<file path="config.mk">
export PLATFORM = sky130hd
export DESIGN_NAME = rs_div
export DESIGN_NICKNAME = d
export VERILOG_FILES = /design/src/design/rs_div_pkg.sv /design/src/design/rs_div_priority_select.sv /design/src/design/rs_div_entries.sv /design/src/design/rs_div_issue_reg.sv /design/src/design/rs_div.sv
export SDC_FILE = /design/constraint.sdc
export NUM_CORES = 2
export LEC_CHECK = 0
export BUFFER_PORTS_ARGS = -buffer_cell sky130_fd_sc_hd__buf_2
export CAP_MARGIN = 20
export CORE_ASPECT_RATIO = 0.9
export CORE_MARGIN = 8
export CORE_UTILIZATION = 45
export DETAILED_ROUTE_END_ITERATION = 16
export GPL_ROUTABILITY_DRIVEN = 1
export PLACE_DENSITY_LB_ADDON = 0.08
export SKIP_LAST_GASP = 1
export SLEW_MARGIN = 20
export SYNTH_ARGS = -nofsm -noshare
export SYNTH_HDL_FRONTEND = slang
export SYNTH_SLANG_ARGS = --single-unit
</file>
<file path="constraint.sdc">
create_clock -name clk -period 14.6 [get_ports clk]
set_input_delay 2.19 -clock clk [delete_from_list [all_inputs] [get_ports clk]]
set_output_delay 2.19 -clock clk [all_outputs]
set_load 0.1 [all_outputs]
</file>
<file path="src/design/rs_div_pkg.sv">
`default_nettype none

package rs_div_pkg;

    localparam int RS_ENTRIES = 8;
    localparam int TAG_W      = 8;
    localparam int DATA_W     = 32;
    localparam int PC_W       = 32;

    // divide unit opcodes
    typedef enum logic [3:0] {
        OP_DIV  = 4'd0,
        OP_DIVU = 4'd1,
        OP_REM  = 4'd2,
        OP_REMU = 4'd3
    } div_op_e;

endpackage

`default_nettype wire

</file>
<file path="src/design/rs_div_priority_select.sv">
`timescale 1ns/100ps
`default_nettype none

module rs_div_priority_select (
    input  logic [rs_div_pkg::RS_ENTRIES-1:0] req,
    output logic [rs_div_pkg::RS_ENTRIES-1:0] grant,
    output logic                              any
);

    // walk from the top so the lowest set bit is the last one written
    always_comb begin
        grant = '0;
        for (int i = rs_div_pkg::RS_ENTRIES - 1; i >= 0; i--) begin
            if (req[i]) begin
                grant    = '0;
                grant[i] = 1'b1;
            end
        end
    end

    assign any = |req;

endmodule

`default_nettype wire

</file>
<file path="src/design/rs_div_entries.sv">
`timescale 1ns/100ps
`default_nettype none

module rs_div_entries (
    input  logic                              clk,
    input  logic                              reset,
    input  logic                              alloc_en,
    input  logic [rs_div_pkg::RS_ENTRIES-1:0] alloc_grant,
    input  logic [rs_div_pkg::PC_W-1:0]       disp_pc,
    input  logic [rs_div_pkg::TAG_W-1:0]      disp_rd,
    input  rs_div_pkg::div_op_e               disp_op,
    input  logic [rs_div_pkg::TAG_W-1:0]      disp_src1_tag,
    input  logic [rs_div_pkg::DATA_W-1:0]     disp_src1_data,
    input  logic                              disp_src1_valid,
    input  logic [rs_div_pkg::TAG_W-1:0]      disp_src2_tag,
    input  logic [rs_div_pkg::DATA_W-1:0]     disp_src2_data,
    input  logic                              disp_src2_valid,
    input  logic                              alu_valid,
    input  logic [rs_div_pkg::TAG_W-1:0]      alu_tag,
    input  logic [rs_div_pkg::DATA_W-1:0]     alu_data,
    input  logic                              mul_valid,
    input  logic [rs_div_pkg::TAG_W-1:0]      mul_tag,
    input  logic [rs_div_pkg::DATA_W-1:0]     mul_data,
    input  logic                              issue_take,
    input  logic [rs_div_pkg::RS_ENTRIES-1:0] issue_grant,
    output logic [rs_div_pkg::RS_ENTRIES-1:0] free_vec,
    output logic [rs_div_pkg::RS_ENTRIES-1:0] ready_vec,
    output logic [rs_div_pkg::PC_W-1:0]       sel_pc,
    output logic [rs_div_pkg::TAG_W-1:0]      sel_rd,
    output rs_div_pkg::div_op_e               sel_op,
    output logic [rs_div_pkg::DATA_W-1:0]     sel_src1,
    output logic [rs_div_pkg::DATA_W-1:0]     sel_src2
);

    logic [rs_div_pkg::RS_ENTRIES-1:0] busy;
    logic [rs_div_pkg::RS_ENTRIES-1:0] src1_ok;
    logic [rs_div_pkg::RS_ENTRIES-1:0] src2_ok;
    logic [rs_div_pkg::RS_ENTRIES-1:0] wake1;
    logic [rs_div_pkg::RS_ENTRIES-1:0] wake2;

    logic [rs_div_pkg::PC_W-1:0]   pc_q   [rs_div_pkg::RS_ENTRIES];
    logic [rs_div_pkg::TAG_W-1:0]  rd_q   [rs_div_pkg::RS_ENTRIES];
    rs_div_pkg::div_op_e           op_q   [rs_div_pkg::RS_ENTRIES];
    logic [rs_div_pkg::TAG_W-1:0]  tag1_q [rs_div_pkg::RS_ENTRIES];
    logic [rs_div_pkg::TAG_W-1:0]  tag2_q [rs_div_pkg::RS_ENTRIES];
    logic [rs_div_pkg::DATA_W-1:0] data1_q[rs_div_pkg::RS_ENTRIES];
    logic [rs_div_pkg::DATA_W-1:0] data2_q[rs_div_pkg::RS_ENTRIES];

    logic                          disp1_ok;
    logic                          disp2_ok;
    logic [rs_div_pkg::DATA_W-1:0] disp1_data;
    logic [rs_div_pkg::DATA_W-1:0] disp2_data;

    function automatic logic bus_hit(input logic [rs_div_pkg::TAG_W-1:0] tag);
        return (alu_valid && alu_tag == tag) || (mul_valid && mul_tag == tag);
    endfunction

    // alu wins when both buses carry the tag
    function automatic logic [rs_div_pkg::DATA_W-1:0] bus_data(
        input logic [rs_div_pkg::TAG_W-1:0] tag
    );
        return (alu_valid && alu_tag == tag) ? alu_data : mul_data;
    endfunction

    // same-cycle bypass for the operands on the dispatch port
    always_comb begin
        disp1_ok   = disp_src1_valid || bus_hit(disp_src1_tag);
        disp2_ok   = disp_src2_valid || bus_hit(disp_src2_tag);
        disp1_data = disp_src1_valid ? disp_src1_data : bus_data(disp_src1_tag);
        disp2_data = disp_src2_valid ? disp_src2_data : bus_data(disp_src2_tag);
    end

    always_comb begin
        for (int i = 0; i < rs_div_pkg::RS_ENTRIES; i++) begin
            wake1[i] = busy[i] && !src1_ok[i] && bus_hit(tag1_q[i]);
            wake2[i] = busy[i] && !src2_ok[i] && bus_hit(tag2_q[i]);
        end
    end

    always_ff @(posedge clk or posedge reset) begin
        if (reset) begin
            busy    <= '0;
            src1_ok <= '0;
            src2_ok <= '0;
        end else begin
            for (int i = 0; i < rs_div_pkg::RS_ENTRIES; i++) begin
                if (alloc_en && alloc_grant[i]) begin
                    busy[i]    <= 1'b1;
                    src1_ok[i] <= disp1_ok;
                    src2_ok[i] <= disp2_ok;
                end else begin
                    if (issue_take && issue_grant[i]) begin
                        busy[i] <= 1'b0; // moved into issue reg
                    end
                    if (wake1[i]) begin
                        src1_ok[i] <= 1'b1;
                    end
                    if (wake2[i]) begin
                        src2_ok[i] <= 1'b1;
                    end
                end
            end
        end
    end

    always_ff @(posedge clk) begin
        for (int i = 0; i < rs_div_pkg::RS_ENTRIES; i++) begin
            if (alloc_en && alloc_grant[i]) begin
                pc_q[i]    <= disp_pc;
                rd_q[i]    <= disp_rd;
                op_q[i]    <= disp_op;
                tag1_q[i]  <= disp_src1_tag;
                tag2_q[i]  <= disp_src2_tag;
                data1_q[i] <= disp1_data;
                data2_q[i] <= disp2_data;
            end else begin
                if (wake1[i]) begin
                    data1_q[i] <= bus_data(tag1_q[i]);
                end
                if (wake2[i]) begin
                    data2_q[i] <= bus_data(tag2_q[i]);
                end
            end
        end
    end

    assign free_vec  = ~busy;
    assign ready_vec = busy & src1_ok & src2_ok;

    always_comb begin
        sel_pc   = '0;
        sel_rd   = '0;
        sel_op   = rs_div_pkg::OP_DIV;
        sel_src1 = '0;
        sel_src2 = '0;
        for (int i = 0; i < rs_div_pkg::RS_ENTRIES; i++) begin
            if (issue_grant[i]) begin // grant is one-hot
                sel_pc   = pc_q[i];
                sel_rd   = rd_q[i];
                sel_op   = op_q[i];
                sel_src1 = data1_q[i];
                sel_src2 = data2_q[i];
            end
        end
    end

endmodule

`default_nettype wire

</file>
<file path="src/design/rs_div_issue_reg.sv">
`timescale 1ns/100ps
`default_nettype none

module rs_div_issue_reg (
    input  logic                          clk,
    input  logic                          reset,
    input  logic                          cand_valid,
    input  logic [rs_div_pkg::PC_W-1:0]   cand_pc,
    input  logic [rs_div_pkg::TAG_W-1:0]  cand_rd,
    input  rs_div_pkg::div_op_e           cand_op,
    input  logic [rs_div_pkg::DATA_W-1:0] cand_src1,
    input  logic [rs_div_pkg::DATA_W-1:0] cand_src2,
    input  logic                          iss_ready,
    output logic                          take,
    output logic                          iss_valid,
    output logic [rs_div_pkg::PC_W-1:0]   iss_pc,
    output logic [rs_div_pkg::TAG_W-1:0]  iss_rd,
    output rs_div_pkg::div_op_e           iss_op,
    output logic [rs_div_pkg::DATA_W-1:0] iss_src1,
    output logic [rs_div_pkg::DATA_W-1:0] iss_src2
);

    // load when empty or draining this cycle
    assign take = cand_valid && (!iss_valid || iss_ready);

    always_ff @(posedge clk or posedge reset) begin
        if (reset) begin
            iss_valid <= 1'b0;
        end else if (take) begin
            iss_valid <= 1'b1;
        end else if (iss_ready) begin
            iss_valid <= 1'b0; // drained, nothing behind it
        end
    end

    always_ff @(posedge clk) begin
        if (take) begin
            iss_pc   <= cand_pc;
            iss_rd   <= cand_rd;
            iss_op   <= cand_op;
            iss_src1 <= cand_src1;
            iss_src2 <= cand_src2;
        end
    end

endmodule

`default_nettype wire

</file>
<file path="src/design/rs_div.sv">
`timescale 1ns/100ps
`default_nettype none

module rs_div (
    input  logic                          clk,
    input  logic                          reset,
    input  logic                          disp_valid,
    output logic                          disp_ready,
    input  logic [rs_div_pkg::PC_W-1:0]   disp_pc,
    input  logic [rs_div_pkg::TAG_W-1:0]  disp_rd,
    input  rs_div_pkg::div_op_e           disp_op,
    input  logic [rs_div_pkg::TAG_W-1:0]  disp_src1_tag,
    input  logic [rs_div_pkg::DATA_W-1:0] disp_src1_data,
    input  logic                          disp_src1_valid,
    input  logic [rs_div_pkg::TAG_W-1:0]  disp_src2_tag,
    input  logic [rs_div_pkg::DATA_W-1:0] disp_src2_data,
    input  logic                          disp_src2_valid,
    input  logic                          alu_valid,
    input  logic [rs_div_pkg::TAG_W-1:0]  alu_tag,
    input  logic [rs_div_pkg::DATA_W-1:0] alu_data,
    input  logic                          mul_valid,
    input  logic [rs_div_pkg::TAG_W-1:0]  mul_tag,
    input  logic [rs_div_pkg::DATA_W-1:0] mul_data,
    output logic                          iss_valid,
    input  logic                          iss_ready,
    output logic [rs_div_pkg::PC_W-1:0]   iss_pc,
    output logic [rs_div_pkg::TAG_W-1:0]  iss_rd,
    output rs_div_pkg::div_op_e           iss_op,
    output logic [rs_div_pkg::DATA_W-1:0] iss_src1,
    output logic [rs_div_pkg::DATA_W-1:0] iss_src2
);

    logic [rs_div_pkg::RS_ENTRIES-1:0] free_vec;
    logic [rs_div_pkg::RS_ENTRIES-1:0] ready_vec;
    logic [rs_div_pkg::RS_ENTRIES-1:0] free_grant;
    logic [rs_div_pkg::RS_ENTRIES-1:0] issue_grant;
    logic                              issue_any;
    logic                              issue_take;
    logic                              alloc_en;
    logic [rs_div_pkg::PC_W-1:0]       sel_pc;
    logic [rs_div_pkg::TAG_W-1:0]      sel_rd;
    rs_div_pkg::div_op_e               sel_op;
    logic [rs_div_pkg::DATA_W-1:0]     sel_src1;
    logic [rs_div_pkg::DATA_W-1:0]     sel_src2;

    assign alloc_en = disp_valid && disp_ready;

    rs_div_entries i_entries (
        .clk(clk), .reset(reset),
        .alloc_en(alloc_en), .alloc_grant(free_grant),
        .disp_pc(disp_pc), .disp_rd(disp_rd), .disp_op(disp_op),
        .disp_src1_tag(disp_src1_tag), .disp_src1_data(disp_src1_data),
        .disp_src1_valid(disp_src1_valid),
        .disp_src2_tag(disp_src2_tag), .disp_src2_data(disp_src2_data),
        .disp_src2_valid(disp_src2_valid),
        .alu_valid(alu_valid), .alu_tag(alu_tag), .alu_data(alu_data),
        .mul_valid(mul_valid), .mul_tag(mul_tag), .mul_data(mul_data),
        .issue_take(issue_take), .issue_grant(issue_grant),
        .free_vec(free_vec), .ready_vec(ready_vec),
        .sel_pc(sel_pc), .sel_rd(sel_rd), .sel_op(sel_op),
        .sel_src1(sel_src1), .sel_src2(sel_src2)
    );

    // oldest-agnostic, lowest index ready entry issues
    rs_div_priority_select sel_issue (
        .req(ready_vec), .grant(issue_grant), .any(issue_any)
    );

    rs_div_priority_select sel_free (
        .req(free_vec), .grant(free_grant), .any(disp_ready)
    );

    rs_div_issue_reg i_issue_reg (
        .clk(clk), .reset(reset),
        .cand_valid(issue_any), .cand_pc(sel_pc), .cand_rd(sel_rd),
        .cand_op(sel_op), .cand_src1(sel_src1), .cand_src2(sel_src2),
        .iss_ready(iss_ready), .take(issue_take),
        .iss_valid(iss_valid), .iss_pc(iss_pc), .iss_rd(iss_rd),
        .iss_op(iss_op), .iss_src1(iss_src1), .iss_src2(iss_src2)
    );

endmodule

`default_nettype wire

</file>
==> flow_metrics.tcl <==
set metrics [dict create \
    clockBufferDepth 3 \
    ant_nets 0 \
    synth_compound_gate_area_share 0.108 \
    power.leakage_nw 20.7 \
    die_area_mm2 0.141 \
    core_area_mm2 0.129 \
    worst_pin_slew_ps 1180 \
    r2r_start "i_entries.busy[0]" \
    synthAdderAreaFrac 0 \
    dpl_cell_area_mm2 0.0604 \
    drc 0 \
    first_pass_iters 10 \
    cts_hold_buf 0 \
    die_y_um 357 \
    ys.flop_type "edfxtp_1" \
    fillers 11200 \
    cp_max_fo 53 \
    synth_top_family_by_area "multiplexers" \
    layout_setup_ws_ps 8920 \
    rsz0062_at_grt "false" \
    gp_congestion 0.825 \
    vias 39800 \
    cts.sinks 1125 \
    clock_latency_ps 780 \
    fin_crit_ps 5680 \
    fmax_mhz 176 \
    p_total_mw 12.2 \
    holdPathStages 2 \
    r2r_end "i_issue_reg.iss_src2[24]" \
    clk_pin_slew_ps 60 \
    final_nets 4565 \
    yosys-top-cells-area "edfxtp_1 57%, mux2i_1 18%, xnor2_1 2.6%" \
    status "completed" \
    num_rows 125 \
    clockRootBuffer "clkbuf_16" \
    synth-simple-area-share 0.0479 \
    hold_viol 0 \
    grtUsageTotal 0.288 \
    gr-total-overflow 0 \
    crit_type "reg2reg" \
    post-cts-setup-buffer-count 0 \
    multi_input_area_mm2 0.0222 \
    initial_core_util 0.452 \
    fin_tns_setup_ps 0 \
    place_hpwl_um 121000 \
    synth-seq-cells 1125 \
    grt_max_degree 109 \
    grt_pass1_vias 39600 \
    worst_ep_arrival_time_ps 6110 \
    ys_seq_area_frac 0.579 \
    synth_top_cell_area_share 0.568 \
    max-slew-margin-rel 0.210 \
    syn_nets 4501 \
    syn_inst 4289 \
    worst_setup_path_start_kind "flop" \
    syn_area_mm2 0.0581 \
    synthToLayoutAreaGrowth_pct 10.6 \
    hp-class "reg2reg" \
    yosysUniqueCellTypes 59 \
    fin_crit_sh 0.389 \
    drive_above_1_share 0.163 \
    drtIter0Drc 4092 \
    grt_pass1_wl_um 299000 \
    final_area_mm2 0.0643 \
    postSynthAreaPerCell_um2 13.6 \
    portBuffers 321 \
    h-tree-depth 3 \
    vias_per_cell 6.45 \
    worst_ir_drop_vdd_mv 0.209 \
    synth_warnings 0 \
    routedWlPerCell_um 34.2 \
    maxCapViolCount 0 \
    synth_edf_count 1100 \
    wl_um 211000 \
    cts_tree "built" \
    fin_skew_ps 41.6 \
    synth_xor_area_frac 0.0435 \
    cts_resized 0 \
    synth-async-reset-ratio 0.0222 \
    synth_largest_area_cell "edfxtp_1" \
    regToRegSetupSlack_ps 8920 \
    p_per_area_mw_per_mm2 189 \
    r2r_cells 8 \
    pre_cts_slack_ps 8260 \
    pin_count 322 \
    holdPathEnd "i_issue_reg.iss_pc[28]" \
    required_ps 15030 \
    regArea_mm2 0.0337 \
    setup_violations 0 \
    synth_mux_area_frac 0.176 \
    grt_antenna_before_repair 16 \
    report.final.slew_viol_count 0 \
    worstHoldStart "i_entries.pc_q[1][124]" \
    cp-end-kind "flop" \
    cts_buffers 120 \
    die_w_um 395 \
]
layer usage:
| layer | vias to the layer above | track usage | share of wire |
|---|---|---|---|
| li1 | 16800 | - | - |
| met1 | 20700 | 0.394 | 0.43 |
| met2 | 1949 | 0.455 | 0.45 |
| met3 | 388 | 0.0653 | 0.086 |
| met4 | 4 | 0.0927 | 0.035 |
| met5 | - | 0 | 0.00016 |
area by class of cell:
type | instances | area share
Antenna cell | 6 | 0.000234
Clock buffer | 153 | 0.0487
Clock inverter | 71 | 0.0107
Inverter | 45 | 0.00271
Multi-Input combinational cell | 2653 | 0.345
Sequential cell | 1125 | 0.524
Tap cell | 1714 | 0.0334
Timing Repair Buffer | 408 | 0.0354
cell families after synthesis:
family,after synthesis
flops,1125
buf+inv,511
compound gates,790
simple gates,551
mux,1024
xor+xnor,288
power by group:
group | switching [mW] | total [mW] | internal (mW)
sequential | 0.204 | 4.51 | 4.31
combinational | 3.65 | 4.64 | 0.992
clock | 1.35 | 3.02 | 1.67
sequential cells by signal, indices dropped and copies added, names as in the netlist:
signal                 flops
i_issue_reg.iss_rd         8
i_entries.data2_q        256
i_issue_reg.iss_src1      32
i_issue_reg.iss_op         4
i_entries.busy             8
i_entries.tag2_q          64
i_entries.src2_ok          8
i_entries.src1_ok          8
i_entries.op_q            32
i_issue_reg.iss_valid      1
i_entries.data1_q        256
i_entries.rd_q            64
i_issue_reg.iss_pc        32
i_entries.pc_q           256
i_issue_reg.iss_src2      32
i_entries.tag1_q          64
cell usage after synthesis (all sizes together), types with 36 or more instances:
| library cell | count |
|---|---|
| a21oi | 89 |
| nand4 | 43 |
| nand3 | 83 |
| edfxtp | 1100 |
| mux2i | 1024 |
| o22ai | 126 |
| inv | 45 |
| buf | 217 |
| xnor2 | 176 |
| a221oi | 36 |
| xor2 | 112 |
| clkbuf | 249 |
| nor3 | 41 |
| o21ai | 127 |
| nand2 | 149 |
| a41o | 66 |
| nor2 | 105 |
| a222oi | 76 |
| a31oi | 92 |
| a221o | 82 |
critical path: stages (launching register included):
cell and delay, ps:
dfrtp_1 560, nand3_4 720, nand3_2 750, buf_4 550, nor3_4 830, buf_4 550, buf_4 630, a222oi_1 250
o21ai_0 420
placed cells by master (no fill, tap or decap), drive strengths merged, types with 64 or more instances in the layout:
cell type	Yosys	layout
a21oi	89	89
a221o	82	82
a222oi	76	76
a31oi	92	92
a41o	66	66
buf	217	408
clkbuf	249	153
clkinv	0	64
edfxtp	1100	1100
mux2i	1024	1024
nand2	149	149
nand3	83	83
nor2	105	105
o21ai	127	127
o22ai	126	126
xnor2	176	176
xor2	112	112
how the worst max path moves through the flow:
stage | start | end | slack, ps | depth (start not counted)
after floorplan | iss_ready | i_issue_reg.iss_op[0] | 6500 | 2
after global placement | alu_valid | i_entries.data1_q[0][121] | 8270 | 7
after detailed placement | alu_valid | i_entries.data1_q[0][124] | 8260 | 7
after CTS | i_entries.busy[0] | i_issue_reg.iss_src2[24] | 8970 | 8
after global routing | i_entries.busy[0] | i_issue_reg.iss_src2[24] | 8800 | 8
final | i_entries.busy[0] | i_issue_reg.iss_src2[24] | 8920 | 8
through the flow:
stage,utilization,cells,hold WS (ps)
finish,0.500,6175,530
global route,0.500,6170,563
CTS,0.500,6169,526
detailed placement,0.470,5945,515
global placement,0.470,5945,520
floorplan,-,4289,483
Power figures use the tool's default switching activity.
